**config.mk**
```make
export PLATFORM = sky130hd
export DESIGN_NAME = dmm_top
export DESIGN_NICKNAME = d
export VERILOG_FILES = /design/src/dmm_reg_pkg.sv /design/src/dmm_acq_pkg.sv /design/src/spi_register_set.sv /design/src/adc_mock.sv /design/src/sequence_acquisition.sv /design/src/output_mode_mux.sv /design/src/dmm_top.sv
export VERILOG_INCLUDE_DIRS = /design/src
export SDC_FILE = /design/constraint.sdc
export NUM_CORES = 1
export LEC_CHECK = 0
export CAP_MARGIN = 40
export CORE_MARGIN = 2
export CORE_UTILIZATION = 40
export DETAILED_ROUTE_END_ITERATION = 8
export DONT_BUFFER_PORTS = 1
export GPL_TIMING_DRIVEN = 0
export SLEW_MARGIN = 20
export SYNTH_ARGS = -nofsm -noshare
export SYNTH_HDL_FRONTEND = slang
export SYNTH_SLANG_ARGS = --single-unit
```
**constraint.sdc**
```tcl
create_clock -name CLK -period 2.9 [get_ports CLK]
set_input_delay 0.29 -clock CLK [delete_from_list [all_inputs] [get_ports CLK]]
set_output_delay 0.29 -clock CLK [all_outputs]
set_load 0.01 [all_outputs]
```
**src/dmm_settings.svh**
```systemverilog
// register map, chip-select codes and mode codes for the dmm controller
// addresses are 7 bit to fit the spi frame address field
`ifndef DMM_SETTINGS_SVH
`define DMM_SETTINGS_SVH

// register addresses
`define DMM_REG_CR              7'd1
`define DMM_REG_DIRECT          7'd2
`define DMM_REG_STATUS          7'd3    // read only
`define DMM_REG_4094_OE         7'd4
`define DMM_REG_SA_PRECHARGE    7'd5
`define DMM_REG_SA_SEQ_N        7'd6
`define DMM_REG_SA_SEQ0         7'd7
`define DMM_REG_SA_SEQ1         7'd8
`define DMM_REG_SA_SEQ2         7'd9
`define DMM_REG_SA_SEQ3         7'd10
`define DMM_REG_ADC_APERTURE    7'd11

// spi_cs_vec_i codes
`define DMM_CS_DEASSERT         3'd0
`define DMM_CS_FPGA0            3'd1
`define DMM_CS_4094             3'd2
`define DMM_CS_INVERT_DAC       3'd3
`define DMM_CS_MDAC1            3'd4

// cr mode field
`define DMM_MODE_DIRECT         3'd0
`define DMM_MODE_SEQ_MOCK       3'd6

`define DMM_STATUS_MAGIC        8'hAA
`define DMM_REG_W               32
`define DMM_SEQ_MAX             4       // sequence entries
`define DMM_CNT_W               24      // precharge counter

`endif

```
**src/dmm_reg_pkg.sv**
```systemverilog
// register-map types, the pin word and the status word
// pin_fields_t and status_fields_t must stay exactly one register wide
`default_nettype none
`include "dmm_settings.svh"

package dmm_reg_pkg;

  typedef logic [`DMM_REG_W-1:0] reg_word_t;

  // one word of pin drive, msb first here, lsb is leds
  typedef struct packed {
    logic [7:0] unused;
    logic       spi_interrupt;     // 23
    logic       adc_cmpr_latch;    // 22
    logic       adc_sigmux;        // 21
    logic       adc_rstmux;        // 20
    logic [1:0] adc_refmux;        // 19:18
    logic [3:0] azmux;             // 17:14
    logic [1:0] pc_sw;             // 13:12
    logic [7:0] monitor;           // 11:4
    logic [3:0] leds;              // 3:0
  } pin_fields_t;

  // direct register word seen as pin fields
  typedef union packed {
    reg_word_t   word;
    pin_fields_t f;
  } pin_word_u;

  typedef struct packed {
    logic [`DMM_REG_W-4:0] rsvd;
    logic [2:0]            mode;
  } cr_fields_t;

  typedef struct packed {
    logic [8:0] zero_hi;
    logic [2:0] seq_n;             // 22:20
    logic       first;             // 19
    logic [2:0] sample_idx;        // 18:16
    logic [3:0] zero_lo;
    logic [3:0] hw_flags;          // 11:8
    logic [7:0] magic;             // 7:0
  } status_fields_t;

endpackage

`default_nettype wire

```
**src/dmm_acq_pkg.sv**
```systemverilog
// acquisition types shared by the register set, sequencer and adc mock
// seq_n above the entry count is clamped by the sequencer
`default_nettype none
`include "dmm_settings.svh"

package dmm_acq_pkg;

  // one programmed step, low bits azmux
  typedef struct packed {
    logic [1:0] pc_sw;
    logic [3:0] azmux;
  } seq_entry_t;

  typedef struct packed {
    logic [2:0]                    seq_n;
    seq_entry_t [`DMM_SEQ_MAX-1:0] seq;
    logic [`DMM_CNT_W-1:0]         precharge;   // clk cycles adc held in reset
    dmm_reg_pkg::reg_word_t        aperture;    // clk cycles per sample
  } acq_params_t;

  // sequencer drive toward the mode mux
  typedef struct packed {
    logic [3:0] azmux;
    logic [1:0] pc_sw;
    logic [3:0] leds;
    logic [7:0] monitor;
  } seq_pins_t;

endpackage

`default_nettype wire

```
**src/spi_register_set.sv**
```systemverilog
// spi mode 0 register set, 40 bit frames: write flag, 7 bit addr, 32 data
// lines are sampled in the CLK domain, so SCK must run slower than CLK/8
// writes commit at select end, only after exactly 40 bits
`timescale 1ns/1ns
`default_nettype none
`include "dmm_settings.svh"

module spi_register_set (
  input  wire logic                   CLK,
  input  wire logic                   rst_n_i,
  input  wire logic                   sck_i,
  input  wire logic                   sdi_i,
  input  wire logic                   sel_i,      // active high
  input  wire dmm_reg_pkg::reg_word_t status_i,
  output logic                        sdo_o,
  output dmm_reg_pkg::cr_fields_t     cr_o,
  output dmm_reg_pkg::reg_word_t      direct_o,
  output logic                        oe_4094_o,
  output dmm_acq_pkg::acq_params_t    params_o
);

  localparam int FRAME_BITS = 40;

  logic [3:0] sck_r;                  // [2] is the synced level, [3] for edges
  logic [2:0] sdi_r;
  logic [3:0] sel_r;
  logic       sel, sck_rise, sck_fall, sel_fall;

  logic [5:0] bit_cnt;
  logic       overrun;                // more than 40 clocks seen
  logic       addr_done;              // address bits complete, load read data
  logic       wr_en;

  logic [FRAME_BITS-1:0]  in_sr;
  dmm_reg_pkg::reg_word_t rd_sr, rd_data;

  dmm_reg_pkg::cr_fields_t cr_q;
  dmm_reg_pkg::reg_word_t  direct_q, oe_q, prech_q, seq_n_q, aper_q;
  dmm_reg_pkg::reg_word_t  seq_q [`DMM_SEQ_MAX];

  //////////////////////////////////////////////////
  // synchroniser and edges

  always_ff @(posedge CLK or negedge rst_n_i)
  begin
    if (!rst_n_i)
    begin
      sck_r <= '0;
      sdi_r <= '0;
      sel_r <= '0;
    end
    else
    begin
      sck_r <= {sck_r[2:0], sck_i};
      sdi_r <= {sdi_r[1:0], sdi_i};
      sel_r <= {sel_r[2:0], sel_i};
    end
  end

  assign sel      = sel_r[2];
  assign sck_rise = sck_r[2] & ~sck_r[3];
  assign sck_fall = ~sck_r[2] & sck_r[3];
  assign sel_fall = ~sel_r[2] & sel_r[3];

  //////////////////////////////////////////////////
  // frame shift and bit count

  always_ff @(posedge CLK or negedge rst_n_i)
  begin
    if (!rst_n_i)
    begin
      bit_cnt   <= '0;
      overrun   <= 1'b0;
      addr_done <= 1'b0;
    end
    else if (!sel)
    begin
      bit_cnt   <= '0;              // sel_fall cycle still sees the old count
      overrun   <= 1'b0;
      addr_done <= 1'b0;
    end
    else
    begin
      addr_done <= sck_rise && (bit_cnt == 6'd7);
      if (sck_rise)
      begin
        if (bit_cnt == FRAME_BITS)
          overrun <= 1'b1;          // saturate, frame gets dropped
        else
          bit_cnt <= bit_cnt + 6'd1;
      end
    end
  end

  always_ff @(posedge CLK)
  begin
    if (sel && sck_rise)
      in_sr <= {in_sr[FRAME_BITS-2:0], sdi_r[2]};   // msb first
    if (addr_done)
      rd_sr <= rd_data;
    else if (sel && sck_fall && bit_cnt >= 6'd8)
      rd_sr <= {rd_sr[`DMM_REG_W-2:0], 1'b0};
  end

  // sdo moves on falling sck, host samples on the next rise
  always_ff @(posedge CLK or negedge rst_n_i)
  begin
    if (!rst_n_i)
      sdo_o <= 1'b0;
    else if (!sel)
      sdo_o <= 1'b0;
    else if (sck_fall && bit_cnt >= 6'd8)
      sdo_o <= rd_sr[`DMM_REG_W-1];
  end

  // address sits in the low bits once 8 bits are in
  always_comb
  begin
    case (in_sr[6:0])
      `DMM_REG_CR:           rd_data = cr_q;
      `DMM_REG_DIRECT:       rd_data = direct_q;
      `DMM_REG_STATUS:       rd_data = status_i;
      `DMM_REG_4094_OE:      rd_data = oe_q;
      `DMM_REG_SA_PRECHARGE: rd_data = prech_q;
      `DMM_REG_SA_SEQ_N:     rd_data = seq_n_q;
      `DMM_REG_SA_SEQ0:      rd_data = seq_q[0];
      `DMM_REG_SA_SEQ1:      rd_data = seq_q[1];
      `DMM_REG_SA_SEQ2:      rd_data = seq_q[2];
      `DMM_REG_SA_SEQ3:      rd_data = seq_q[3];
      `DMM_REG_ADC_APERTURE: rd_data = aper_q;
      default:               rd_data = '0;
    endcase
  end

  //////////////////////////////////////////////////
  // write commit

  assign wr_en = sel_fall && (bit_cnt == FRAME_BITS) && !overrun && in_sr[FRAME_BITS-1];

  always_ff @(posedge CLK or negedge rst_n_i)
  begin
    if (!rst_n_i)
    begin
      cr_q     <= '0;
      direct_q <= '0;
      oe_q     <= '0;
      prech_q  <= '0;
      seq_n_q  <= '0;
      aper_q   <= '0;
      seq_q    <= '{default: '0};
    end
    else if (wr_en)
    begin
      case (in_sr[38:32])
        `DMM_REG_CR:           cr_q     <= in_sr[31:0];
        `DMM_REG_DIRECT:       direct_q <= in_sr[31:0];
        `DMM_REG_4094_OE:      oe_q     <= in_sr[31:0];
        `DMM_REG_SA_PRECHARGE: prech_q  <= in_sr[31:0];
        `DMM_REG_SA_SEQ_N:     seq_n_q  <= in_sr[31:0];
        `DMM_REG_SA_SEQ0:      seq_q[0] <= in_sr[31:0];
        `DMM_REG_SA_SEQ1:      seq_q[1] <= in_sr[31:0];
        `DMM_REG_SA_SEQ2:      seq_q[2] <= in_sr[31:0];
        `DMM_REG_SA_SEQ3:      seq_q[3] <= in_sr[31:0];
        `DMM_REG_ADC_APERTURE: aper_q   <= in_sr[31:0];
        default: ;                  // status and unknown, dropped
      endcase
    end
  end

  assign cr_o      = cr_q;
  assign direct_o  = direct_q;
  assign oe_4094_o = oe_q[0];

  always_comb
  begin
    params_o.seq_n = seq_n_q[2:0];
    for (int i = 0; i < `DMM_SEQ_MAX; i++)
      params_o.seq[i] = seq_q[i][5:0];    // pc_sw, azmux
    params_o.precharge = prech_q[`DMM_CNT_W-1:0];
    params_o.aperture  = aper_q;
  end

  a_bit_cnt_max: assert property (@(posedge CLK) disable iff (!rst_n_i)
    sel |-> bit_cnt <= FRAME_BITS);

endmodule

`default_nettype wire

```
**src/adc_mock.sv**
```systemverilog
// stand-in for the adc, one measure-valid strobe per reset release
// an aperture of 0 behaves as 1
`timescale 1ns/1ns
`default_nettype none

module adc_mock (
  input  wire logic                   CLK,
  input  wire logic                   rst_n_i,
  input  wire logic                   adc_reset_n_i,
  input  wire dmm_reg_pkg::reg_word_t aperture_i,
  output logic                        measure_valid_o
);

  dmm_reg_pkg::reg_word_t cnt_q;
  logic                   done_q;     // strobe given, wait for next reset

  always_ff @(posedge CLK or negedge rst_n_i)
  begin
    if (!rst_n_i)
    begin
      cnt_q           <= '0;
      done_q          <= 1'b0;
      measure_valid_o <= 1'b0;
    end
    else if (!adc_reset_n_i)
    begin
      cnt_q           <= '0;
      done_q          <= 1'b0;
      measure_valid_o <= 1'b0;
    end
    else
    begin
      measure_valid_o <= 1'b0;
      if (!done_q)
      begin
        cnt_q <= cnt_q + 32'd1;
        if (cnt_q + 32'd1 >= aperture_i)
        begin
          measure_valid_o <= 1'b1;  // aperture-th cycle after release
          done_q          <= 1'b1;
        end
      end
    end
  end

  a_single_strobe: assert property (@(posedge CLK) disable iff (!rst_n_i)
    measure_valid_o |=> !measure_valid_o);

endmodule

`default_nettype wire

```
**src/sequence_acquisition.sv**
```systemverilog
// steps azmux and pc_sw through the programmed entries while trig_i is high
// each sample: precharge with adc in reset, release, wait for measure valid
// seq_n 0 acts as 1, values above the entry count are clamped
`timescale 1ns/1ns
`default_nettype none
`include "dmm_settings.svh"

module sequence_acquisition (
  input  wire logic                     CLK,
  input  wire logic                     rst_n_i,
  input  wire logic                     trig_i,
  input  wire logic                     measure_valid_i,
  input  wire dmm_acq_pkg::acq_params_t params_i,
  output dmm_acq_pkg::seq_pins_t        pins_o,
  output logic                          adc_reset_n_o,
  output logic [2:0]                    sample_idx_o,   // last completed sample
  output logic                          first_o
);

  typedef enum logic [1:0] {ST_IDLE, ST_PRECHARGE, ST_MEASURE} state_t;

  state_t                  state_q;
  logic [`DMM_CNT_W-1:0]   pc_cnt_q;
  logic [2:0]              idx_q, last_idx;
  logic                    first_pend_q;   // next sample is the first after trig
  dmm_acq_pkg::seq_entry_t cur;
  logic                    busy;

  always_comb
  begin
    if (params_i.seq_n == 3'd0)
      last_idx = 3'd0;
    else if (params_i.seq_n > `DMM_SEQ_MAX)
      last_idx = 3'(`DMM_SEQ_MAX - 1);
    else
      last_idx = params_i.seq_n - 3'd1;
  end

  //////////////////////////////////////////////////
  // fsm

  always_ff @(posedge CLK or negedge rst_n_i)
  begin
    if (!rst_n_i)
    begin
      state_q       <= ST_IDLE;
      pc_cnt_q      <= '0;
      idx_q         <= '0;
      first_pend_q  <= 1'b0;
      adc_reset_n_o <= 1'b0;
      sample_idx_o  <= '0;
      first_o       <= 1'b0;
    end
    else if (!trig_i)
    begin
      state_q       <= ST_IDLE;     // abort, snapshot kept
      adc_reset_n_o <= 1'b0;
      idx_q         <= '0;
    end
    else
    begin
      case (state_q)
        ST_IDLE:
        begin
          state_q      <= ST_PRECHARGE;
          pc_cnt_q     <= params_i.precharge;
          first_pend_q <= 1'b1;
        end
        ST_PRECHARGE:
        begin
          if (pc_cnt_q <= `DMM_CNT_W'(1))
          begin
            state_q       <= ST_MEASURE;
            adc_reset_n_o <= 1'b1;  // release adc
          end
          else
            pc_cnt_q <= pc_cnt_q - `DMM_CNT_W'(1);
        end
        ST_MEASURE:
        begin
          if (measure_valid_i)
          begin
            sample_idx_o  <= idx_q;
            first_o       <= first_pend_q;
            first_pend_q  <= 1'b0;
            adc_reset_n_o <= 1'b0;
            idx_q         <= (idx_q == last_idx) ? 3'd0 : idx_q + 3'd1;
            pc_cnt_q      <= params_i.precharge;
            state_q       <= ST_PRECHARGE;
          end
        end
        default: state_q <= ST_IDLE;
      endcase
    end
  end

  //////////////////////////////////////////////////
  // pin drive

  assign busy = (state_q != ST_IDLE);
  assign cur  = params_i.seq[idx_q[$clog2(`DMM_SEQ_MAX)-1:0]];

  always_comb
  begin
    pins_o.azmux   = busy ? cur.azmux : 4'd0;
    pins_o.pc_sw   = busy ? cur.pc_sw : 2'd0;
    pins_o.leds    = {1'b0, idx_q};                     // current entry
    pins_o.monitor = {state_q, pins_o.azmux, measure_valid_i, adc_reset_n_o};
  end

  a_reset_in_precharge: assert property (@(posedge CLK) disable iff (!rst_n_i)
    (state_q == ST_PRECHARGE) |-> !adc_reset_n_o);

endmodule

`default_nettype wire

```
**src/output_mode_mux.sv**
```systemverilog
// picks the pin word by cr mode, direct register or mock sequencer
// modes other than direct and mode 6 drive every pin low
`timescale 1ns/1ns
`default_nettype none
`include "dmm_settings.svh"

module output_mode_mux (
  input  wire logic [2:0]             mode_i,
  input  wire dmm_reg_pkg::reg_word_t direct_i,
  input  wire dmm_acq_pkg::seq_pins_t seq_i,
  input  wire logic                   adc_reset_n_i,
  output dmm_reg_pkg::pin_word_u      pins_o
);

  always_comb
  begin
    pins_o.word = '0;
    case (mode_i)
      `DMM_MODE_DIRECT:
        pins_o.word = direct_i;     // register decoded as pin fields
      `DMM_MODE_SEQ_MOCK:
      begin
        // adc muxes, latch and interrupt stay low
        pins_o.f.leds    = {adc_reset_n_i, seq_i.leds[2:0]};  // top led lit while integrating
        pins_o.f.monitor = seq_i.monitor;
        pins_o.f.pc_sw   = seq_i.pc_sw;
        pins_o.f.azmux   = seq_i.azmux;
      end
      default:
        pins_o.word = '0;
    endcase
  end

endmodule

`default_nettype wire

```
**src/dmm_top.sv**
```systemverilog
// dmm front end controller top, chip-select decode and spi routing
// adc_cmpr_i is unused while the adc is mocked
// spi_iso_cs2 is tied inactive
`timescale 1ns/1ns
`default_nettype none
`include "dmm_settings.svh"

module dmm_top (
  input  wire logic       CLK,
  input  wire logic       rst_n_i,
  input  wire logic       SCK,
  input  wire logic       SDI,
  input  wire logic [2:0] spi_cs_vec_i,
  input  wire logic [3:0] hw_flags_i,
  input  wire logic       spi_glb_miso,
  input  wire logic       adc_cmpr_i,     // unused, no real adc
  input  wire logic       sa_trig_i,
  output logic            SDO,
  output logic [3:0]      leds_o,
  output logic [7:0]      monitor_o,
  output logic            spi_glb_mosi,
  output logic            spi_glb_clk,
  output logic            spi_4094_strobe,
  output logic            spi_4094_oe,
  output logic            spi_iso_cs,
  output logic            spi_iso_cs2,
  output logic            spi_invert_dac_data,
  output logic            spi_invert_dac_clk,
  output logic            spi_invert_dac_ss,
  output logic [1:0]      pc_sw_o,
  output logic [3:0]      azmux_o,
  output logic [1:0]      adc_refmux_o,
  output logic            adc_sigmux_o,
  output logic            adc_rstmux_o,
  output logic            adc_cmpr_latch_ctl_o,
  output logic            spi_interrupt_ctl_o
);

  logic                         fpga_sel, ext_sel, reg_sdo;
  logic [1:0]                   trig_r;           // sa_trig_i synchroniser
  logic                         adc_reset_n, measure_valid, first;
  logic [2:0]                   sample_idx;
  dmm_reg_pkg::cr_fields_t      cr;
  dmm_reg_pkg::reg_word_t       direct;
  dmm_reg_pkg::status_fields_t  status;
  dmm_reg_pkg::pin_word_u       pins;
  dmm_acq_pkg::acq_params_t     params;
  dmm_acq_pkg::seq_pins_t       seq_pins;

  //////////////////////////////////////////////////
  // chip-select decode

  assign fpga_sel = (spi_cs_vec_i == `DMM_CS_FPGA0);
  assign ext_sel  = (spi_cs_vec_i == `DMM_CS_4094) || (spi_cs_vec_i == `DMM_CS_INVERT_DAC) ||
                    (spi_cs_vec_i == `DMM_CS_MDAC1);

  assign spi_glb_clk         = fpga_sel ? 1'b1 : SCK;     // park hi
  assign spi_glb_mosi        = fpga_sel ? 1'b1 : SDI;     // park hi
  assign spi_invert_dac_data = spi_glb_mosi;
  assign spi_invert_dac_clk  = spi_glb_clk;
  assign spi_4094_strobe     = (spi_cs_vec_i == `DMM_CS_4094);         // active hi
  assign spi_invert_dac_ss   = (spi_cs_vec_i != `DMM_CS_INVERT_DAC);   // active lo
  assign spi_iso_cs          = (spi_cs_vec_i != `DMM_CS_MDAC1);        // active lo
  assign spi_iso_cs2         = 1'b1;

  assign SDO = ext_sel ? spi_glb_miso : reg_sdo;  // miso from the selected device

  always_ff @(posedge CLK or negedge rst_n_i)
  begin
    if (!rst_n_i)
      trig_r <= '0;
    else
      trig_r <= {trig_r[0], sa_trig_i};
  end

  always_comb
  begin
    status            = '0;
    status.magic      = `DMM_STATUS_MAGIC;
    status.hw_flags   = hw_flags_i;
    status.sample_idx = sample_idx;
    status.first      = first;
    status.seq_n      = params.seq_n;
  end

  //////////////////////////////////////////////////
  // instances

  spi_register_set i_regs (
    .CLK       (CLK),
    .rst_n_i   (rst_n_i),
    .sck_i     (SCK),
    .sdi_i     (SDI),
    .sel_i     (fpga_sel),
    .status_i  (dmm_reg_pkg::reg_word_t'(status)),
    .sdo_o     (reg_sdo),
    .cr_o      (cr),
    .direct_o  (direct),
    .oe_4094_o (spi_4094_oe),
    .params_o  (params)
  );

  adc_mock i_adc_mock (
    .CLK             (CLK),
    .rst_n_i         (rst_n_i),
    .adc_reset_n_i   (adc_reset_n),
    .aperture_i      (params.aperture),
    .measure_valid_o (measure_valid)
  );

  sequence_acquisition i_seq (
    .CLK             (CLK),
    .rst_n_i         (rst_n_i),
    .trig_i          (trig_r[1]),
    .measure_valid_i (measure_valid),
    .params_i        (params),
    .pins_o          (seq_pins),
    .adc_reset_n_o   (adc_reset_n),
    .sample_idx_o    (sample_idx),
    .first_o         (first)
  );

  output_mode_mux i_mux (
    .mode_i        (cr.mode),
    .direct_i      (direct),
    .seq_i         (seq_pins),
    .adc_reset_n_i (adc_reset_n),
    .pins_o        (pins)
  );

  assign leds_o               = pins.f.leds;
  assign monitor_o            = pins.f.monitor;
  assign pc_sw_o              = pins.f.pc_sw;
  assign azmux_o              = pins.f.azmux;
  assign adc_refmux_o         = pins.f.adc_refmux;
  assign adc_rstmux_o         = pins.f.adc_rstmux;
  assign adc_sigmux_o         = pins.f.adc_sigmux;
  assign adc_cmpr_latch_ctl_o = pins.f.adc_cmpr_latch;
  assign spi_interrupt_ctl_o  = pins.f.spi_interrupt;

endmodule

`default_nettype wire

```
# Word-level counts from Yosys, hierarchy flattened
# Index checks and enable logic that the tools add are counted.
# W data, S select, Z words.
# totals
register_bits	483
in_bits	14
out_inout_bits	34
# op_classes
addsub	5
magnitude_cmp	5
n_eq_ne	45
muxes	46
bitwise	6
n_reduce_logical	36
# op_table
operator	n
$pmux W32 S11	1
$mux W32	4
$pmux W24 S3	1
$eq A7 B3 Y1 const B	8
$eq A7 B4 Y1 const B	8
$mux W24	2
$pmux W18 S2	1
$add A32 B1 Y32 const B	1
$ge A32 B32 Y1	1
$mux W6	5
$reduce_and A2 Y1	14
$le A24 B1 Y1 const B	1
$sub A24 B1 Y24 const B	1
$eq A7 B2 Y1 const B	3
$mux W3	6
$mux W1	17
$eq A7 B1 Y1 const B	2
$ne A2 B2 Y1 const B	7
$bmux W6 S2	1
$reduce_and A3 Y1	3
$logic_and A1 B1 Y1	8
$mux W2	4
$add A6 B1 Y6 const B	1
$eq A3 B2 Y1 const B	2
other kinds (28)	41

# Logic depth before layout (Yosys ltp)
# depth
depth_word	8
depth_mapped	14
mapped_depth_nobuf	12

# Modules after synthesis
# A second synthesis with hierarchy kept.
# unflattened
hier_cells	2102
area_unflattened_um2	24526.0
# by_module_without_submodules
module	instances	cells_each	area_each_um2	seq_area_each_um2
spi_register_set	1	1374	18466.5	10670.2
adc_mock	1	347	2882.8	850.8
sequence_acquisition	1	284	2491.1	875.8
output_mode_mux	1	80	535.5	0.0
dmm_top	1	17	150.1	50.0

# Worst setup path after synthesis
# No wires, ideal clock.
# synth_timing
kind	reg2reg
startpoint	register i_adc_mock.cnt_q[0]
endpoint	register i_adc_mock.done_q
setup_ns	0.136
arrival_time_ns	2.847
required_time_ns	2.764
slack_ns	-0.083
path_stages_with_launch	13
path_buffers	2
period_less_slack_ns	2.983
cell_sequence	dfrtp_1 > and3_1 > or3b_1 > buf_2 > clkbuf_1 > nor3_1 > xor2_1 > ha_1 > a21o_1 > a21o_1 > a221o_1 > o31ai_1 > a31oi_1
# synth_via
elab_chain_cells	5
# synth_lines
item	line_no	text
from (decl)	adc_mock.sv:14	dmm_reg_pkg::reg_word_t cnt_q;
from (signal assigned)	adc_mock.sv:36	cnt_q <= cnt_q + 32'd1;
$add A32 B1 Y32	adc_mock.sv:37	if (cnt_q + 32'd1 >= aperture_i)
$ge A32 B32 Y1	adc_mock.sv:37	
$mux W1	adc_mock.sv:37	
$mux W1	adc_mock.sv:34	if (!done_q)
$mux W1	adc_mock.sv:25	else if (!adc_reset_n_i)
to (signal assigned)	adc_mock.sv:22	done_q <= 1'b0;
to (signal assigned)	adc_mock.sv:28	done_q <= 1'b0;
to (signal assigned)	adc_mock.sv:40	done_q <= 1'b1;
to (decl)	adc_mock.sv:15	logic done_q;
# Every way passes these cells.
# A chain may end at the register's enable or synchronous reset.

# Worst setup path after layout
# layout_timing
startpoint	register i_adc_mock.cnt_q[1]
endpoint	register i_adc_mock.done_q
# Same word-level chain as after synthesis.

==> results_dict.tcl <==
set metrics [dict create \
    outcome "finished, violations left" \
    violations "negative hold slack, max-slew violations, negative setup slack" \
    route.vias.total 16600 \
    ir_worst_vdd_v 0.000513 \
    clkTransAtPathRegs_ns 0.06 \
    route.detailed.vias_per_inst 6.01 \
    final_util_pct 46.7 \
    boundaryPins 48 \
    crit_family "simple AND/OR/NAND/NOR gates" \
    netlist_instances 1864 \
    max_freq_mhz 317 \
    yosys_warnings 0 \
    rsz0062_at_grt "yes" \
    synthesis.area_per_instance_um2 12.6 \
    postSynth.topFlopCell "dfrtp_1" \
    finalSetupViolations 2 \
    grt_max_degree 412 \
    slew_headroom_pct -10.6 \
    final-hold-violation-count 411 \
    clockRootBuffer "clkbuf_16" \
    wire_length_of_the_first_global_routing_pass_um 109000 \
    drv_slew 86 \
    worstRegToRegCells 12 \
    worst-path-max-fanout 7 \
    numPortBuffers 0 \
    synth.lib_cells_used.distinct 75 \
    worstSetupPathDepth 12 \
    share_of_synthesized_area_occupied_by_flip_flops_and_latches_pct 52.8 \
    timing_worst_slew_pin_value_ns 1.66 \
    drive_gt1_share_pct 30.9 \
    setup.worst_path.start_class "flop" \
    final_period_minus_worst_setup_slack_ns 3.15 \
    cts-hold-fix-buffers 5 \
    dpl.hpwl_um 50600 \
    critPathMaxStageDelay_ns 0.43 \
    setup.worst_path.class "reg -> reg" \
    cts_max_path_buffers 3 \
    power.density_cell_area_mw_per_mm2 534 \
    number_of_antenna_violations_at_the_first_check_in_global_routing 2 \
    fin_ws_ns -0.253 \
    tritoncts_num_sinks 483 \
    placedInstanceArea_mm2 0.0247 \
    floorplan.rows 88 \
    syn-cell-area_mm2 0.0236 \
    final_common_cell "dfrtp_1" \
    average_wire_per_standard_cell_um 26.3 \
    endpoint_kind "flop" \
    power.leakage_nw 12.1 \
    tritoncts "yes" \
    drt-initial-drc-count 1874 \
    stdcell_area_mm2 0.0271 \
    overflow 0 \
    die_h_um 247 \
    detail_route.wirelength_um 72800 \
    cp.buffers_inverters 2 \
    clock_skew_ns 0.0295 \
    diodes 0 \
    max_cap_viol_count 0 \
    post-layout-total-power_mw 14.5 \
    groute.usage.overall_pct 24.1 \
    insertion_delay_ns 0.61 \
    timing.critical_path.mode_cell "buf_4" \
    ys_async_sr_fraction_pct 85.1 \
    min_path_type "in -> async" \
    area_growth_syn_to_layout_pct 15.0 \
    syn-num-nets 1918 \
    drt_drc_violations_left 0 \
    postRouteAntennaNets 0 \
    critical_path.slowest_cell "dfrtp_1" \
    final.period_utilization_pct 109 \
    floorplan.initialDensity_pct 40.6 \
    first_global_vias 16600 \
    chipWidth_um 247 \
    firstDrtPassIters 6 \
    worstPathCellList "and3_4, or3b_4, or2_4, buf_4, xnor2_2, ha_1, nand4_1, nor2_2, a221o_1, o31ai_4, buf_4, a31oi_1" \
    final_cell_mix "dfrtp_1, mux2_2, nor2_1, edfxtp_1, clkbuf_1" \
    critPathArrivalTime_ns 3.62 \
    critical_path_required_ns 3.37 \
    hold-worst-slack_ns -0.578 \
    die_area_mm2 0.0609 \
    register_bit_count_reported_by_yosys 483 \
    final_nets 2014 \
    core_region_area_mm2 0.0580 \
    cts_inserted_buffers 52 \
    ctsHtreeMaxLevel 2 \
    synth-edff-count 72 \
    place.gp.congestion 0.947 \
]
final timing paths:
path	start	to	slack, ns
setup / recovery	i_adc_mock.cnt_q[1]	i_adc_mock.done_q	-0.25
hold / removal	rst_n_i	i_regs.sel_r[0]	-0.58
setup reg to reg	i_adc_mock.cnt_q[1]	i_adc_mock.done_q	-0.25
hold reg to reg	i_regs.sdi_r[1]	i_regs.sdi_r[2]	0.35
max in group asynchronous	rst_n_i	i_seq.state_q[1]	2.18
min in group CLK	SCK	i_regs.sck_r[0]	0.27
stage by stage:
step / setup slack, ns / cells / TNS, ns
after floorplan: -0.00133 / 1864 / -0.00133
after global placement: -1.34 / 2629 / -32.71
after detailed placement: -1.34 / 2644 / -13.74
after CTS: -0.277 / 2760 / -0.513
after global routing: -0.394 / 2769 / -0.784
final: -0.253 / 2769 / -0.479
flip-flops by register name, summed over array words and instances (netlist names), 4 cells and up:
register and flops:
i_regs.oe_q 32, i_regs.seq_q 104, i_regs.seq_n_q 32, i_regs.rd_sr 32
i_adc_mock.cnt_q 32, i_regs.aper_q 32, i_regs.bit_cnt 6, i_regs.direct_o 32
i_regs.sck_r 4, i_regs.sel_r 4, i_seq.pc_cnt_q 24, i_regs.in_sr 40
i_regs.params_o 24, i_regs.prech_q 32, i_regs.cr_o 32
cell families (layout without fill, tap and decap cells):
logic type | Yosys count | after routing | synth area share, %
mux | 402 | 402 | 21.3
compound gates | 304 | 304 | 9.74
flops | 483 | 483 | 52.8
xor+xnor | 60 | 60 | 2.23
other cells | 1 | 1 | 0.0159
simple gates | 362 | 362 | 8.02
buf+inv | 212 | 352 | 3.70
fa+ha+maj | 40 | 40 | 2.12
report_power, final:
part           internal [mW]  switching [mW]
clock                   4.21            2.86
combinational          0.143           0.272
sequential              6.93          0.0662
cell usage after synthesis, types with 16 or more instances:
library cell  instances  share of area, %
a21o_1               17              0.54
o221ai_1             16              0.59
buf_2                39              0.83
nand3_1              27              0.57
a22o_1               24              0.89
o21ai_0              28              0.59
nand4_1              20              0.53
mux2_2              329                16
nor3_1               35              0.74
and3_1               16              0.42
nor4_1               26              0.69
a21oi_1              41              0.87
buf_1                40              0.64
nor2_1               80               1.3
ha_1                 40               2.1
nor2b_1              20              0.53
xnor2_1              40               1.5
mux4_2               47               4.5
a31oi_1              19              0.50
and2_1               17              0.45
dfrtp_1             411                44
a221oi_1             17              0.63
a22oi_1              23              0.73
inv_1                54              0.86
mux2i_1              20              0.85
nand2_1              64               1.0
xor2_1               20              0.74
o2bb2ai_1            37               1.4
clkbuf_1             72               1.1
edfxtp_1             72               9.2
timing repair:
item / CTS / global route
cloned: 0 / 0
setup endpoints to repair: 55 / 52
gates resized for setup: 54 / 33
pin swaps: 22 / 20
buffers inserted: 16 / 9
hold endpoints to repair: 415 / 411
routing by layer:
| metal | part of all wire (%) | GRT usage (%) | vias up |
|---|---|---|---|
| met1 | 44 | 33.9 | 8682 |
| met3 | 7.2 | 4.40 | 164 |
| met5 | 0 | 0 | - |
| met2 | 46 | 37.4 | 635 |
| met4 | 3.7 | 8.98 | 0 |
| li1 | - | - | 7150 |
worst register-to-register path: stages (launching register included):
cell,delay (ns)
dfrtp_1,0.43
and3_4,0.21
or3b_4,0.43
or2_4,0.30
buf_4,0.16
xnor2_2,0.12
ha_1,0.31
nand4_1,0.14
nor2_2,0.07
a221o_1,0.35
o31ai_4,0.28
buf_4,0.16
a31oi_1,0.06
cell type report:
cell class                 instances  area [µm²]
tap                              765         957
fill                            5135       30900
multi-input combinational       1169       10500
buffer                           153         727
inverter                          55         206
sequential                       483       12400
clock buffer                      78        1610
timing repair buffer              46         463
clock inverter                    20         228
No activity file was read; power rests on OpenSTA's default activity.
